## config.mk

```make
export PLATFORM = sky130hd
export DESIGN_NAME = etm_mul_top
export DESIGN_NICKNAME = d
export VERILOG_FILES = /design/src/logic/etm_pkg.sv /design/src/logic/etm_mul_top.sv /design/src/logic/etm_operand_split.sv /design/src/logic/etm_partial_products.sv /design/src/logic/etm_result_fifo.sv /design/src/logic/etm_sum_select.sv /design/src/logic/etm_wb_regs.sv
export SDC_FILE = /design/constraint.sdc
export NUM_CORES = 1
export LEC_CHECK = 0
export BUFFER_PORTS_ARGS = -buffer_cell sky130_fd_sc_hd__buf_2
export CAP_MARGIN = 30
export CORE_UTILIZATION = 55
export CTS_CLUSTER_DIAMETER = 50
export CTS_CLUSTER_SIZE = 20
export DETAILED_ROUTE_END_ITERATION = 10
export PLACE_DENSITY = 0.71
export SLEW_MARGIN = 20
export SYNTH_ARGS = -nofsm -noshare
export SYNTH_HDL_FRONTEND = slang
export SYNTH_HIERARCHICAL = 1
export SYNTH_SLANG_ARGS = --single-unit
```

## constraint.sdc

```tcl
create_clock -name clk -period 14.8 [get_ports clk]
set_input_delay 0.74 -clock clk [delete_from_list [all_inputs] [get_ports clk]]
set_output_delay 0.74 -clock clk [all_outputs]
set_load 0.01 [all_outputs]
```

## src/logic/etm_pkg.sv

```systemverilog
// operand width is fixed at 16 bits; stage fields are full width, right aligned, unused bits zero
package etm_pkg;

   localparam int op_w   = 16;        // unsigned operand bits
   localparam int prod_w = 2 * op_w;  // full product, one bus word

   // byte offsets on wb_adr
   localparam logic [3:0] addr_operands = 4'h0;  // x low half, y high half
   localparam logic [3:0] addr_ctrl     = 4'h4;  // bit 0 approx
   localparam logic [3:0] addr_result   = 4'h8;  // read pops fifo
   localparam logic [3:0] addr_status   = 4'hc;  // count, empty, full, in flight

   // one launched multiplication
   typedef struct packed {
      logic            valid;
      logic            approx;  // mode latched at write time
      logic [op_w-1:0] x;
      logic [op_w-1:0] y;
   } op_t;

   // stage 1 output, halves gated per mode
   typedef struct packed {
      logic            valid;
      logic            approx;
      logic [op_w-1:0] x_lo_p;  // zero in approx mode
      logic [op_w-1:0] y_lo_p;
      logic [op_w-1:0] x_hi_p;  // zero in approx mode
      logic [op_w-1:0] y_hi_p;
      logic [op_w-1:0] x_hi;    // never gated, feeds hi*hi
      logic [op_w-1:0] y_hi;
      logic [op_w-1:0] x_lo_a;  // zero in precise mode
      logic [op_w-1:0] y_lo_a;
   } split_t;

   // stage 2 output, every term already shifted into place
   typedef struct packed {
      logic              valid;
      logic              approx;
      logic [prod_w-1:0] pp_00;
      logic [prod_w-1:0] pp_01;
      logic [prod_w-1:0] pp_10;
      logic [prod_w-1:0] pp_11;
      logic [prod_w-1:0] etm_lo;  // or/saturate field of the low halves
   } pp_t;

endpackage

```

## src/logic/etm_mul_top.sv

```systemverilog
// 16-bit unsigned etm multiplier on a classic wishbone slave; SPLIT in 0..16
`timescale 1ns/1ps

module etm_mul_top #(
   parameter int SPLIT      = 8,  // low bits handled approximately
   parameter int FIFO_DEPTH = 4   // result queue entries
) (
   input  logic        clk,
   input  logic        arst_n,
   input  logic        wb_cyc,
   input  logic        wb_stb,
   input  logic        wb_we,
   input  logic [3:0]  wb_adr,
   input  logic [31:0] wb_dat_w,
   input  logic [3:0]  wb_sel,
   output logic [31:0] wb_dat_r,
   output logic        wb_ack
);
   import etm_pkg::*;

   localparam int cnt_w = $clog2(FIFO_DEPTH + 1);

   op_t               op;          // launched operation
   split_t            split;       // stage 1
   pp_t               pp;          // stage 2
   logic              res_valid;   // stage 3, push strobe
   logic [prod_w-1:0] res;
   logic [prod_w-1:0] fifo_head;
   logic [cnt_w-1:0]  fifo_count;
   logic              fifo_pop;

   etm_wb_regs #(
      .FIFO_DEPTH (FIFO_DEPTH)
   ) regs_i (
      .clk         (clk),
      .arst_n      (arst_n),
      .wb_cyc      (wb_cyc),
      .wb_stb      (wb_stb),
      .wb_we       (wb_we),
      .wb_adr      (wb_adr),
      .wb_dat_w    (wb_dat_w),
      .wb_sel      (wb_sel),
      .fifo_head   (fifo_head),
      .fifo_count  (fifo_count),
      .stage_valid ({res_valid, pp.valid, split.valid}),  // all ops not yet queued
      .wb_dat_r    (wb_dat_r),
      .wb_ack      (wb_ack),
      .op          (op),
      .fifo_pop    (fifo_pop)
   );

   etm_operand_split #(.SPLIT(SPLIT)) split_i (
      .clk    (clk),
      .arst_n (arst_n),
      .op     (op),
      .split  (split)
   );

   etm_partial_products #(.SPLIT(SPLIT)) pp_i (
      .clk    (clk),
      .arst_n (arst_n),
      .split  (split),
      .pp     (pp)
   );

   etm_sum_select sum_i (
      .clk       (clk),
      .arst_n    (arst_n),
      .pp        (pp),
      .res_valid (res_valid),
      .res       (res)
   );

   etm_result_fifo #(.FIFO_DEPTH(FIFO_DEPTH)) fifo_i (
      .clk       (clk),
      .arst_n    (arst_n),
      .push      (res_valid),
      .push_data (res),
      .pop       (fifo_pop),
      .head      (fifo_head),
      .count     (fifo_count)
   );

endmodule

```

## src/logic/etm_operand_split.sv

```systemverilog
// SPLIT must lie in 0..op_w; halves are right aligned in full width fields
`timescale 1ns/1ps

module etm_operand_split #(
   parameter int SPLIT = 8
) (
   input  logic             clk,
   input  logic             arst_n,
   input  etm_pkg::op_t     op,
   output etm_pkg::split_t  split
);
   import etm_pkg::*;

   localparam logic [op_w-1:0] lo_mask = {op_w{1'b1}} >> (op_w - SPLIT);

   logic [op_w-1:0] x_lo;
   logic [op_w-1:0] y_lo;
   logic [op_w-1:0] x_hi;
   logic [op_w-1:0] y_hi;

   assign x_lo = op.x & lo_mask;  // bits below SPLIT
   assign y_lo = op.y & lo_mask;
   assign x_hi = op.x >> SPLIT;   // bits at and above SPLIT
   assign y_hi = op.y >> SPLIT;

   always_ff @(posedge clk or negedge arst_n) begin
      if (!arst_n) begin
         split <= '0;
      end else begin
         split.valid <= op.valid;
         if (op.valid) begin
            split.approx <= op.approx;
            // precise multipliers see nothing in approx mode
            split.x_lo_p <= op.approx ? '0 : x_lo;
            split.y_lo_p <= op.approx ? '0 : y_lo;
            split.x_hi_p <= op.approx ? '0 : x_hi;
            split.y_hi_p <= op.approx ? '0 : y_hi;
            split.x_hi   <= x_hi;                   // hi*hi used in both modes
            split.y_hi   <= y_hi;
            split.x_lo_a <= op.approx ? x_lo : '0;  // etm part idle when precise
            split.y_lo_a <= op.approx ? y_lo : '0;
         end
      end
   end

   // the two low paths are mutually exclusive
   a_lo_exclusive: assert property (@(posedge clk) disable iff (!arst_n)
      split.valid |-> !(((split.x_lo_p | split.y_lo_p) != '0) &&
                        ((split.x_lo_a | split.y_lo_a) != '0)))
      else $error("precise and approx low fields both active");

endmodule

```

## src/logic/etm_partial_products.sv

```systemverilog
// products are unsigned; SPLIT in 0..op_w so every shifted term fits prod_w
`timescale 1ns/1ps

module etm_partial_products #(
   parameter int SPLIT = 8
) (
   input  logic             clk,
   input  logic             arst_n,
   input  etm_pkg::split_t  split,
   output etm_pkg::pp_t     pp
);
   import etm_pkg::*;

   logic [op_w-1:0]   etm_r;      // or/saturate result of the low halves
   logic [prod_w-1:0] p_00;
   logic [prod_w-1:0] p_01;
   logic [prod_w-1:0] p_10;
   logic [prod_w-1:0] p_11;

   // scan from the top low bit down, or each pair
   // first 1/1 pair forces that bit and all below to 1
   function automatic logic [op_w-1:0] etm_low(input logic [op_w-1:0] a,
                                               input logic [op_w-1:0] b);
      logic [op_w-1:0] r;
      logic            sat;
      r   = '0;
      sat = 1'b0;
      for (int i = SPLIT - 1; i >= 0; i--) begin
         if (sat || (a[i] && b[i])) begin
            r[i] = 1'b1;
            sat  = 1'b1;
         end else begin
            r[i] = a[i] | b[i];
         end
      end
      return r;
   endfunction

   assign etm_r = etm_low(split.x_lo_a, split.y_lo_a);  // zero inputs when precise

   // widen before multiply so no bits are lost
   assign p_00 = prod_w'(split.x_lo_p) * prod_w'(split.y_lo_p);
   assign p_01 = prod_w'(split.x_lo_p) * prod_w'(split.y_hi_p);
   assign p_10 = prod_w'(split.x_hi_p) * prod_w'(split.y_lo_p);
   assign p_11 = prod_w'(split.x_hi) * prod_w'(split.y_hi);  // ungated

   always_ff @(posedge clk or negedge arst_n) begin
      if (!arst_n) begin
         pp <= '0;
      end else begin
         pp.valid <= split.valid;
         if (split.valid) begin
            pp.approx <= split.approx;
            pp.pp_00  <= p_00;
            pp.pp_01  <= p_01 << SPLIT;
            pp.pp_10  <= p_10 << SPLIT;
            pp.pp_11  <= p_11 << (2 * SPLIT);
            pp.etm_lo <= prod_w'(etm_r) << SPLIT;
         end
      end
   end

   // gating in stage 1 keeps the etm field clear in precise mode
   a_precise_no_etm: assert property (@(posedge clk) disable iff (!arst_n)
      (pp.valid && !pp.approx) |-> (pp.etm_lo == '0))
      else $error("etm_lo nonzero in precise mode");

endmodule

```

## src/logic/etm_result_fifo.sv

```systemverilog
// FIFO_DEPTH must be 2 or more; head is undefined while empty
`timescale 1ns/1ps

module etm_result_fifo #(
   parameter int FIFO_DEPTH = 4
) (
   input  logic                             clk,
   input  logic                             arst_n,
   input  logic                             push,
   input  logic [etm_pkg::prod_w-1:0]       push_data,
   input  logic                             pop,
   output logic [etm_pkg::prod_w-1:0]       head,
   output logic [$clog2(FIFO_DEPTH+1)-1:0]  count
);
   import etm_pkg::*;

   localparam int ptr_w = $clog2(FIFO_DEPTH);
   localparam int cnt_w = $clog2(FIFO_DEPTH + 1);

   logic [prod_w-1:0] mem [FIFO_DEPTH];
   logic [ptr_w-1:0]  wr_ptr;
   logic [ptr_w-1:0]  rd_ptr;
   logic              full;
   logic              empty;
   logic              do_push;
   logic              do_pop;

   // wrap by compare, depth need not be a power of two
   function automatic logic [ptr_w-1:0] ptr_next(input logic [ptr_w-1:0] p);
      return (p == ptr_w'(FIFO_DEPTH - 1)) ? '0 : p + 1'b1;
   endfunction

   assign full    = (count == cnt_w'(FIFO_DEPTH));
   assign empty   = (count == '0);
   assign do_push = push & ~full;   // back-pressure upstream keeps this from dropping
   assign do_pop  = pop & ~empty;
   assign head    = mem[rd_ptr];

   always_ff @(posedge clk or negedge arst_n) begin
      if (!arst_n) begin
         wr_ptr <= '0;
         rd_ptr <= '0;
         count  <= '0;
      end else begin
         if (do_push) wr_ptr <= ptr_next(wr_ptr);
         if (do_pop)  rd_ptr <= ptr_next(rd_ptr);
         count <= count + cnt_w'(do_push) - cnt_w'(do_pop);
      end
   end

   always_ff @(posedge clk) begin
      if (do_push)
         mem[wr_ptr] <= push_data;
   end

   a_no_push_full: assert property (@(posedge clk) disable iff (!arst_n)
      push |-> !full)
      else $error("result push while fifo full");

   a_no_pop_empty: assert property (@(posedge clk) disable iff (!arst_n)
      pop |-> !empty)
      else $error("result pop while fifo empty");

endmodule

```

## src/logic/etm_sum_select.sv

```systemverilog
// result is registered; approx terms occupy disjoint bit ranges
`timescale 1ns/1ps

module etm_sum_select (
   input  logic                       clk,
   input  logic                       arst_n,
   input  etm_pkg::pp_t               pp,
   output logic                       res_valid,
   output logic [etm_pkg::prod_w-1:0] res
);
   import etm_pkg::*;

   logic [prod_w-1:0] sum_precise;
   logic [prod_w-1:0] sum_approx;

   // gated terms are zero in approx mode, so only the precise sum uses them
   assign sum_precise = pp.pp_00 + pp.pp_01 + pp.pp_10 + pp.pp_11;

   // pp_11 starts at 2*SPLIT, etm_lo ends below it
   assign sum_approx = pp.pp_11 | pp.etm_lo;

   always_ff @(posedge clk or negedge arst_n) begin
      if (!arst_n)
         res_valid <= 1'b0;
      else
         res_valid <= pp.valid;  // push strobe to fifo
   end

   always_ff @(posedge clk) begin
      if (pp.valid)
         res <= pp.approx ? sum_approx : sum_precise;
   end

   // no carries between the two approx terms
   a_approx_disjoint: assert property (@(posedge clk) disable iff (!arst_n)
      (pp.valid && pp.approx) |-> ((pp.pp_11 & pp.etm_lo) == '0))
      else $error("approx terms overlap");

endmodule

```

## src/logic/etm_wb_regs.sv

```systemverilog
// classic wishbone only, no bursts or err; unselected operand bytes are taken as zero
`timescale 1ns/1ps

module etm_wb_regs #(
   parameter int FIFO_DEPTH = 4
) (
   input  logic                                clk,
   input  logic                                arst_n,
   input  logic                                wb_cyc,
   input  logic                                wb_stb,
   input  logic                                wb_we,
   input  logic [3:0]                          wb_adr,
   input  logic [31:0]                         wb_dat_w,
   input  logic [3:0]                          wb_sel,
   input  logic [etm_pkg::prod_w-1:0]          fifo_head,
   input  logic [$clog2(FIFO_DEPTH+1)-1:0]     fifo_count,
   input  logic [2:0]                          stage_valid,
   output logic [31:0]                         wb_dat_r,
   output logic                                wb_ack,
   output etm_pkg::op_t                        op,
   output logic                                fifo_pop
);
   import etm_pkg::*;

   localparam int cnt_w = $clog2(FIFO_DEPTH + 1);

   logic        req;          // access not yet acked
   logic        is_opnd_wr;
   logic        is_ctrl_wr;
   logic        is_res_rd;
   logic        room;         // fifo plus pipeline can take one more
   logic        accept;
   logic        launch;
   logic        fifo_empty;
   logic        fifo_full;
   logic        ctrl_approx;
   logic [2:0]  in_flight;
   logic [31:0] wr_data;      // byte-masked write word
   logic [31:0] rd_data;

   assign req        = wb_cyc & wb_stb & ~wb_ack;  // ack drops before next access
   assign is_opnd_wr = wb_we & (wb_adr == addr_operands);
   assign is_ctrl_wr = wb_we & (wb_adr == addr_ctrl);
   assign is_res_rd  = ~wb_we & (wb_adr == addr_result);
   assign wr_data    = wb_dat_w & {{8{wb_sel[3]}}, {8{wb_sel[2]}}, {8{wb_sel[1]}}, {8{wb_sel[0]}}};
   assign fifo_empty = (fifo_count == '0);
   assign fifo_full  = (fifo_count == cnt_w'(FIFO_DEPTH));

   // op register counts too, it pushes three stages later
   assign in_flight = 3'(op.valid) + 3'(stage_valid[0]) + 3'(stage_valid[1])
                    + 3'(stage_valid[2]);
   assign room      = (int'(fifo_count) + int'(in_flight)) < FIFO_DEPTH;
   assign accept    = req & (~is_opnd_wr | room);  // only operand writes stall
   assign launch    = req & is_opnd_wr & room;

   always_comb begin
      rd_data = '0;
      case (wb_adr)
         addr_ctrl:   rd_data[0] = ctrl_approx;
         addr_result: if (!fifo_empty) rd_data = fifo_head;  // zero when empty
         addr_status: rd_data[8:0] = {in_flight, fifo_full, fifo_empty, 4'(fifo_count)};
         default:     rd_data = '0;  // operands is write only
      endcase
   end

   always_ff @(posedge clk or negedge arst_n) begin
      if (!arst_n) begin
         wb_ack      <= 1'b0;
         fifo_pop    <= 1'b0;
         ctrl_approx <= 1'b0;  // precise after reset
         op          <= '0;
      end else begin
         wb_ack   <= accept;
         fifo_pop <= accept & is_res_rd & ~fifo_empty;  // pops in the ack cycle
         op.valid <= launch;
         if (launch) begin
            op.approx <= ctrl_approx;  // mode in force at write time
            op.x      <= wr_data[15:0];
            op.y      <= wr_data[31:16];
         end
         if (accept && is_ctrl_wr && wb_sel[0])
            ctrl_approx <= wr_data[0];
      end
   end

   // head is stable until this access pops it
   always_ff @(posedge clk) begin
      if (accept)
         wb_dat_r <= rd_data;
   end

   a_ack_one_cycle: assert property (@(posedge clk) disable iff (!arst_n)
      wb_ack |=> !wb_ack)
      else $error("wb_ack held for two cycles");

   a_no_pop_empty: assert property (@(posedge clk) disable iff (!arst_n)
      fifo_pop |-> (fifo_count != '0))
      else $error("result pop issued while fifo empty");

endmodule

```

==> results.md, run 1 <==
| Item | This run | Unit |
|:---|:---|:---|
| Number of antenna violations at the first check in global routing | 2 | - |
| Number of global-route vias before repair | 33,818 | - |
| Total count of max-transition violations in the final report | 0 | - |
| Largest fanout on the critical path | 21 | - |
| Arrival time of data at the critical path endpoint | 6800 | ps |
| Pin count of the biggest net entering global routing | 90 | - |
| Crit path cell chain | buf_4, and2_1, fa_1, inv_1, fa_1, fa_1, fa_1, inv_1, fa_1, inv_1, fa_1, inv_1, ha_1, nand3_2, nor3_2, a221o_2, o21ai_0, nand2b_1, a21oi_1, xnor2_1, mux2_2 | - |
| Number of max-capacitance violations reported | 0 | - |
| Half-perimeter wire length of the detailed placement result | 84,000 | um |
| Total grt overflow | 0 | - |
| Biggest cell delay along the critical path | 690 | ps |
| Gp weighted congestion | 0.972 | - |
| Share of final-layout standard cells stronger than drive strength 1 | 7.43 | % |
| Summed instance area of the synthesized netlist | 0.0472 | mm2 |
| R2r endpoint | pp_i/pp[144] | - |
| Average routed wire per standard cell | 18.8 | um |
| First-pass GRT wire length | 182,000 | um |
| Setup repair after global routing missed its margin | no | - |
| Starting DRT DRC Count | 2,302 | - |
| Die Area | 0.0871 | mm2 |
| Number of warnings issued by yosys | 6 | - |
| Die Height | 295 | um |
| Core Footprint | 0.0851 | mm2 |
| Area grow syn2layout | 4.58 | % |
| Critical path capture point type | flop | - |
| Number of hold violations in the final report | 0 | - |
| Port Buf Inserts | 77 | - |
| Register-to-register setup slack | 8450 | ps |
| Power density over the cells | 77.5 | mW/mm2 |
| Internal power | 2.43 | mW |
| TritonCTS sink count | 409 | - |
| Clock power frac | 28.7 | % |
| Final worst path period need | 6350 | ps |
| CTS hold repair buffers | 0 | - |
| Number of placement rows | 107 | - |
| Via total after detailed routing | 32,190 | - |
| Total DRC errors in the routed layout | 0 | - |
| Largest clock skew in the final design | 30.9 | ps |
| Initial core utilization | 55.5 | % |
| Worst-Skew Late Latency | 570 | ps |
| Total area of multi-input combinational cells | 0.0309 | mm2 |
| Number of placed I/O pins | 78 | - |
| Kind of start point of the critical path | flop | - |
| Max H-tree Level | 2 | - |
| Worst-margin pin slew | 986 | ps |
| Final-stage net count | 5,776 | - |
| Final WL | 111,000 | um |
| Antenna-violating nets left | 0 | - |
| Net load switching power | 1.40 | mW |
| Logic depth of the worst register-to-register path | 21 | - |
| Path class of the lowest-slack min-delay path | input port to async pin | - |
| Drt pass-1 iters | 6 | - |
| Period Utilization, post-route | 42.9 | % |
| Maximum operating frequency | 157 | MHz |
| Floorplan die width | 295 | um |
| Crit Reg-Reg Startpoint | split_i/split[117] | - |
| Number of clock buffers inserted by TritonCTS | 37 | - |
| Drt via density | 5.46 | - |
| Accumulated negative setup slack | 0 | ps |
| Run status | completed | - |
| Clock Root Buffer | sky130_fd_sc_hd__clkbuf_16 | - |
| Postcts setup bufs | 0 | - |
| Reg clk slew, reported paths | 70 | ps |
| Worst VDD drop | 0.0759 | mV |
| Worst Path Class, Setup | flop to flop | - |
| Kind of cell adding the most delay to the critical path | adder cells | - |
| CP Buf/Inv Count | 5 | - |
| Combinational Power Share | 36.9 | % |
| Post-CTS Resized | 0 | - |
| Relative contribution of sequential cells to total power | 34.4 | % |
| Static leakage | 23.0 | nW |
| Tot GR Track Use | 26.8 | % |
| Switching share of power | 36.6 | % |
| Data required time of the worst path | 15,250 | ps |
| Post-synthesis average cell area | 9.85 | um2 |
| Largest buffer count on any clock path | 3 | - |
| Most frequent CP cell | sky130_fd_sc_hd__fa_1 | - |
| Sequential cell area | 0.0112 | mm2 |
| # fillers | 7,382 | - |
| Worst-path cell with the longest stage delay | sky130_fd_sc_hd__dfrtp_1 | - |
| Clock tree from TritonCTS | built | - |
| Final setup violating endpoints | 0 | - |
| Relative slew margins | 34.3 | % |
| Mapped Cells | 4,795 | - |
| Total power of the final layout | 3.83 | mW |
-- routing by layer --
metal  routed length [um]  global-route usage [%]  up-vias
met3                 6290                    3.06      182
li1                     -                       -    14610
met1                47700                    37.2    16507
met5                    0                       0        -
met4                 2940                    7.04        0
met2                53900                    44.8      891
-- placed cells by master, fill, tap and decap left out, types with 12 or more instances in the layout --
master	instances
sky130_fd_sc_hd__a211oi_1	16
sky130_fd_sc_hd__a21o_1	38
sky130_fd_sc_hd__a21oi_1	95
sky130_fd_sc_hd__a31oi_1	12
sky130_fd_sc_hd__and2_1	417
sky130_fd_sc_hd__and3_1	15
sky130_fd_sc_hd__buf_2	76
sky130_fd_sc_hd__buf_4	37
sky130_fd_sc_hd__clkbuf_16	39
sky130_fd_sc_hd__conb_1	104
sky130_fd_sc_hd__dfrtp_1	212
sky130_fd_sc_hd__edfxtp_1	192
sky130_fd_sc_hd__fa_1	674
sky130_fd_sc_hd__ha_1	333
sky130_fd_sc_hd__inv_1	991
sky130_fd_sc_hd__mux2_2	89
sky130_fd_sc_hd__mux4_2	28
sky130_fd_sc_hd__nand2_1	555
sky130_fd_sc_hd__nand3_1	53
sky130_fd_sc_hd__nand3b_1	38
sky130_fd_sc_hd__nor2_1	76
sky130_fd_sc_hd__nor3_1	43
sky130_fd_sc_hd__o21a_1	22
sky130_fd_sc_hd__o21ai_0	120
sky130_fd_sc_hd__o21ai_1	49
sky130_fd_sc_hd__o31ai_1	50
sky130_fd_sc_hd__xnor2_1	113
sky130_fd_sc_hd__xor2_1	27
-- registers in the layout, summed over array words and instances (netlist names) --
| signal | flops |
|---|---|
| regs_i/wb_dat_r | 32 |
| regs_i/wb_ack | 1 |
| sum_i/res | 32 |
| regs_i/fifo_pop | 1 |
| regs_i/op | 34 |
| fifo_i/count | 3 |
| fifo_i/rd_ptr | 2 |
| pp_i/pp | 106 |
| fifo_i/wr_ptr | 2 |
| fifo_i/mem | 128 |
| regs_i/ctrl_approx | 1 |
| sum_i/res_valid | 1 |
| split_i/split | 66 |
-- worst register-to-register path: cells and delay by family (launching register included) --
kind            cells  cell delay (ps)
xor+xnor            1               90
compound gates      3              910
mux                 1              270
fa+ha+maj           7             3160
flops               1              690
simple gates        4              490
buf+inv             5              620
-- power groups by stage --
stage	combinational, mW	sequential [mW]	clock, mW
after global placement	1.25	1.34	0
after detailed placement	1.26	1.34	0
after CTS	1.26	1.32	1.12
after floorplan	1.04	1.31	0
final	1.42	1.32	1.10
after global routing	1.57	1.32	1.16
-- worst max path at each step --
stage / start / endpoint / cells past startpoint
global placement: split_i/split[117] / pp_i/pp[144] / 21
detailed placement: split_i/split[117] / pp_i/pp[144] / 21
global route: split_i/split[117] / pp_i/pp[144] / 21
CTS: split_i/split[117] / pp_i/pp[144] / 21
floorplan: split_i/split[119] / pp_i/pp[144] / 21
finish: split_i/split[117] / pp_i/pp[144] / 21
-- final cells by class --
class | instances | area share, %
flip-flops and latches | 409 | 22.7
multi-input cells | 3170 | 62.6
diodes | 1 | 0.00506
clock inverters | 24 | 0.823
well taps | 1144 | 2.90
clock buffers | 44 | 2.03
repair buffers | 115 | 1.42
inverters | 991 | 7.53
-- metrics by stage --
| stage | hold WS, ps | worst slack [ps] | cell area, um2 | util [%] | cells |
|---|---|---|---|---|---|
| after CTS | 231 | 8490 | 49400 | 58.0 | 5897 |
| after global placement | 466 | 8650 | 48000 | 56.3 | 5828 |
| after detailed placement | 474 | 8540 | 48000 | 56.4 | 5829 |
| after floorplan | 444 | 9140 | 47600 | - | 4897 |
| final | 206 | 8450 | 49400 | 58.0 | 5898 |
| after global routing | 261 | 8190 | 49400 | 58.0 | 5897 |
(Power assumes the default switching activity.)
==> run 2: changes to the inputs <==
--- a/config.mk
+++ b/config.mk
@@ -11,7 +11,7 @@
 export CTS_CLUSTER_DIAMETER = 50
 export CTS_CLUSTER_SIZE = 20
 export DETAILED_ROUTE_END_ITERATION = 10
-export PLACE_DENSITY = 0.71
+export PLACE_DENSITY = 0.74
 export SLEW_MARGIN = 20
 export SYNTH_ARGS = -nofsm -noshare
 export SYNTH_HDL_FRONTEND = slang
==> constraint.sdc (replaced) <==
create_clock -name clk -period 5.7 [get_ports clk]
set_input_delay 0.285 -clock clk [delete_from_list [all_inputs] [get_ports clk]]
set_output_delay 0.285 -clock clk [all_outputs]
set_load 0.01 [all_outputs]
==> run 2 against run 1 <==
- hold slack worse by 170 ps
- first-iteration DRC count shrank 4.0%
- sequential share of layout area is 0.55 points lower
- register-to-register slack got worse by 8300 ps
- die area stayed put
- critical path type unchanged
- critical endpoint is now pp_i/pp[89]
- highest routed layer is now met5
==> results.md, run 2 (same netlist as run 1, synthesis figures left out) <==
| Item | This run | Unit |
|:---|:---|:---|
| Max FFs per register | 128 | - |
| Drt pass-1 iters | 5 | - |
| Run status | completed | - |
| Biggest cell delay along the critical path | 540 | ps |
| Clock Root Buffer | sky130_fd_sc_hd__clkbuf_16 | - |
| Port Buf Inserts | 77 | - |
| First-pass GRT wire length | 186,000 | um |
| Gp weighted congestion | 0.919 | - |
| Number of hold violations in the final report | 0 | - |
| Number of antenna violations at the first check in global routing | 6 | - |
| Static leakage | 23.7 | nW |
| Drt via density | 5.44 | - |
| Worst-Skew Late Latency | 590 | ps |
| Worst VDD drop | 0.184 | mV |
| Largest buffer count on any clock path | 3 | - |
| CP Buf/Inv Count | 5 | - |
| Kind of start point of the critical path | flop | - |
| Max H-tree Level | 2 | - |
| Total DRC errors in the routed layout | 0 | - |
| Setup repair after global routing missed its margin | yes | - |
| Path class of the lowest-slack min-delay path | input port to flop | - |
| Antenna-violating nets left | 0 | - |
| Final setup violating endpoints | 0 | - |
| Total count of max-transition violations in the final report | 0 | - |
| Final-stage net count | 5,909 | - |
| Number of global-route vias before repair | 34,664 | - |
| Period Utilization, post-route | 97.8 | % |
| Reg clk slew, reported paths | 70 | ps |
| Kind of cell adding the most delay to the critical path | adder cells | - |
| Share of final-layout standard cells stronger than drive strength 1 | 9.88 | % |
| Crit path cell chain | buf_4, and2_1, fa_1, inv_1, fa_2, fa_1, inv_1, fa_1, fa_1, inv_1, fa_1, inv_1, ha_1, a21oi_2, o21a_1, o211ai_1, and2_4, a21o_1, a21oi_2, xnor2_1, mux2_2 | - |
| Half-perimeter wire length of the detailed placement result | 90,000 | um |
| Most common cell after layout, fill and taps aside | sky130_fd_sc_hd__inv_1 | - |
| Starting DRT DRC Count | 2,211 | - |
| Worst Setup Slack post-DPL | 3.01 | ps |
| Worst-margin pin slew | 1040 | ps |
| Maximum operating frequency | 179 | MHz |
| Data required time of the worst path | 6160 | ps |
| Worst Path Class, Setup | flop to flop | - |
| Worst Slack Setup Final | 126 | ps |
| Number of placement rows | 107 | - |
| Number of placed I/O pins | 78 | - |
| Most frequent CP cell | sky130_fd_sc_hd__fa_1 | - |
| Number of clock buffers inserted by TritonCTS | 40 | - |
| Relative slew margins | 30.9 | % |
| Critical path capture point type | flop | - |
| Tot GR Track Use | 27.5 | % |
| Power density over the cells | 196 | mW/mm2 |
| Register containing the most flip-flops in the final layout | fifo_i/mem | - |
| Leading registers by flop count | fifo_i/mem (128), pp_i/pp (106), split_i/split (66) | - |
| Core Footprint | 0.0851 | mm2 |
| Floorplan die width | 295 | um |
| Final WL | 115,000 | um |
| Accumulated negative setup slack | 0 | ps |
| Worst-path cell with the longest stage delay | sky130_fd_sc_hd__fa_2 | - |
| Total grt overflow | 0 | - |
| Final worst path period need | 5570 | ps |
| Area grow syn2layout | 7.27 | % |
| Pin count of the biggest net entering global routing | 167 | - |
| Die Area | 0.0871 | mm2 |
| Die Height | 295 | um |
| Largest clock skew in the final design | 24.4 | ps |
| Clock tree from TritonCTS | built | - |
| Arrival time of data at the critical path endpoint | 6030 | ps |
| Average routed wire per standard cell | 19.1 | um |
| Initial core utilization | 55.5 | % |
| Via total after detailed routing | 32,857 | - |
| Number of max-capacitance violations reported | 0 | - |
| Commonest cells after routing, fill and taps aside | sky130_fd_sc_hd__inv_1, sky130_fd_sc_hd__fa_1, sky130_fd_sc_hd__nand2_1, sky130_fd_sc_hd__and2_1, sky130_fd_sc_hd__ha_1 | - |
| Largest fanout on the critical path | 8 | - |
| TritonCTS sink count | 409 | - |
[run 2: cell count changes in the layout (fill, tap and decap cells not counted), moves of 4 or more]
cell and change:
sky130_fd_sc_hd__dlygate4sd3_1 +39, sky130_fd_sc_hd__a21oi_1 -7, sky130_fd_sc_hd__clkinv_8 +4, sky130_fd_sc_hd__ha_1 -5, sky130_fd_sc_hd__clkinv_2 +4, sky130_fd_sc_hd__ha_4 +4
sky130_fd_sc_hd__dfrtp_1 -6, sky130_fd_sc_hd__buf_12 +4, sky130_fd_sc_hd__o21ai_0 -4, sky130_fd_sc_hd__buf_6 +4, sky130_fd_sc_hd__bufinv_16 -5, sky130_fd_sc_hd__buf_4 +82
sky130_fd_sc_hd__dfrtp_2 +6, sky130_fd_sc_hd__a21oi_2 +7
[run 2: what timing repair did]
action	in CTS	in global routing
setup buffers	0	3
hold buffers	39	0
hold endpoints to repair	79	0
pin swaps	0	9
setup endpoints to repair	1	12
resized for setup	1	51
[run 2: worst reg2reg max path: stages (launching register included)]
cell and delay, ps:
sky130_fd_sc_hd__dfrtp_1 430, sky130_fd_sc_hd__buf_4 190, sky130_fd_sc_hd__and2_1 170, sky130_fd_sc_hd__fa_1 500, sky130_fd_sc_hd__inv_1 60, sky130_fd_sc_hd__fa_2 540
sky130_fd_sc_hd__fa_1 420, sky130_fd_sc_hd__inv_1 90, sky130_fd_sc_hd__fa_1 440, sky130_fd_sc_hd__fa_1 510, sky130_fd_sc_hd__inv_1 60, sky130_fd_sc_hd__fa_1 470
sky130_fd_sc_hd__inv_1 40, sky130_fd_sc_hd__ha_1 300, sky130_fd_sc_hd__a21oi_2 130, sky130_fd_sc_hd__o21a_1 160, sky130_fd_sc_hd__o211ai_1 120, sky130_fd_sc_hd__and2_4 170
sky130_fd_sc_hd__a21o_1 180, sky130_fd_sc_hd__a21oi_2 160, sky130_fd_sc_hd__xnor2_1 70, sky130_fd_sc_hd__mux2_2 250
[run 2: cell type report]
type	instances	area [um2]
Clock buffer	47	1050
Fill cell	7138	34500
Sequential cell	409	11200
Inverter	991	3720
Timing Repair Buffer	245	1850
Clock inverter	27	313
Antenna cell	2	5.00
Multi-Input combinational cell	3170	31100
Tap cell	1144	1430
[run 2: worst paths after layout]
check                                        start                  to  cells past startpoint  slack [ps]
worst max-delay path            split_i/split[101]         pp_i/pp[89]                     21         130
worst min-delay path                   wb_dat_w[3]       regs_i/op[19]                      3          30
worst max register to register  split_i/split[101]         pp_i/pp[89]                     21         130
worst min register to register        pp_i/pp[124]        pp_i/pp[124]                      2         490
max in group asynchronous                   arst_n  split_i/split[114]                      3        4160
min in group asynchronous                   arst_n         pp_i/pp[88]                      2         210
[run 2: report_power, final]
group          switching, mW  total, mW  internal [mW]
registers              0.171       3.44           3.27
clock network           1.31       2.74           1.44
logic                   2.28       3.77           1.48
[run 2: layer usage]
metal | track usage [%] | routed length (um) | vias to the layer above
met5 | 0 | 11 | -
met4 | 11.9 | 5390 | 2
met3 | 3.43 | 6750 | 261
met2 | 45.2 | 55200 | 1037
met1 | 37.0 | 47600 | 16672
li1 | - | - | 14885
[run 2: metrics by stage]
stage	hold WS (ps)	util, %	instance area (um2)	cells	power [mW]
after global placement	227	57.2	48700	5915	6.68
after CTS	1.70	59.2	50400	6029	9.49
after floorplan	-10.6	-	47600	4897	6.12
after global routing	14.4	59.5	50700	6033	10.5
after detailed placement	229	57.2	48700	5916	6.72
final	33.3	59.5	50700	6035	9.95
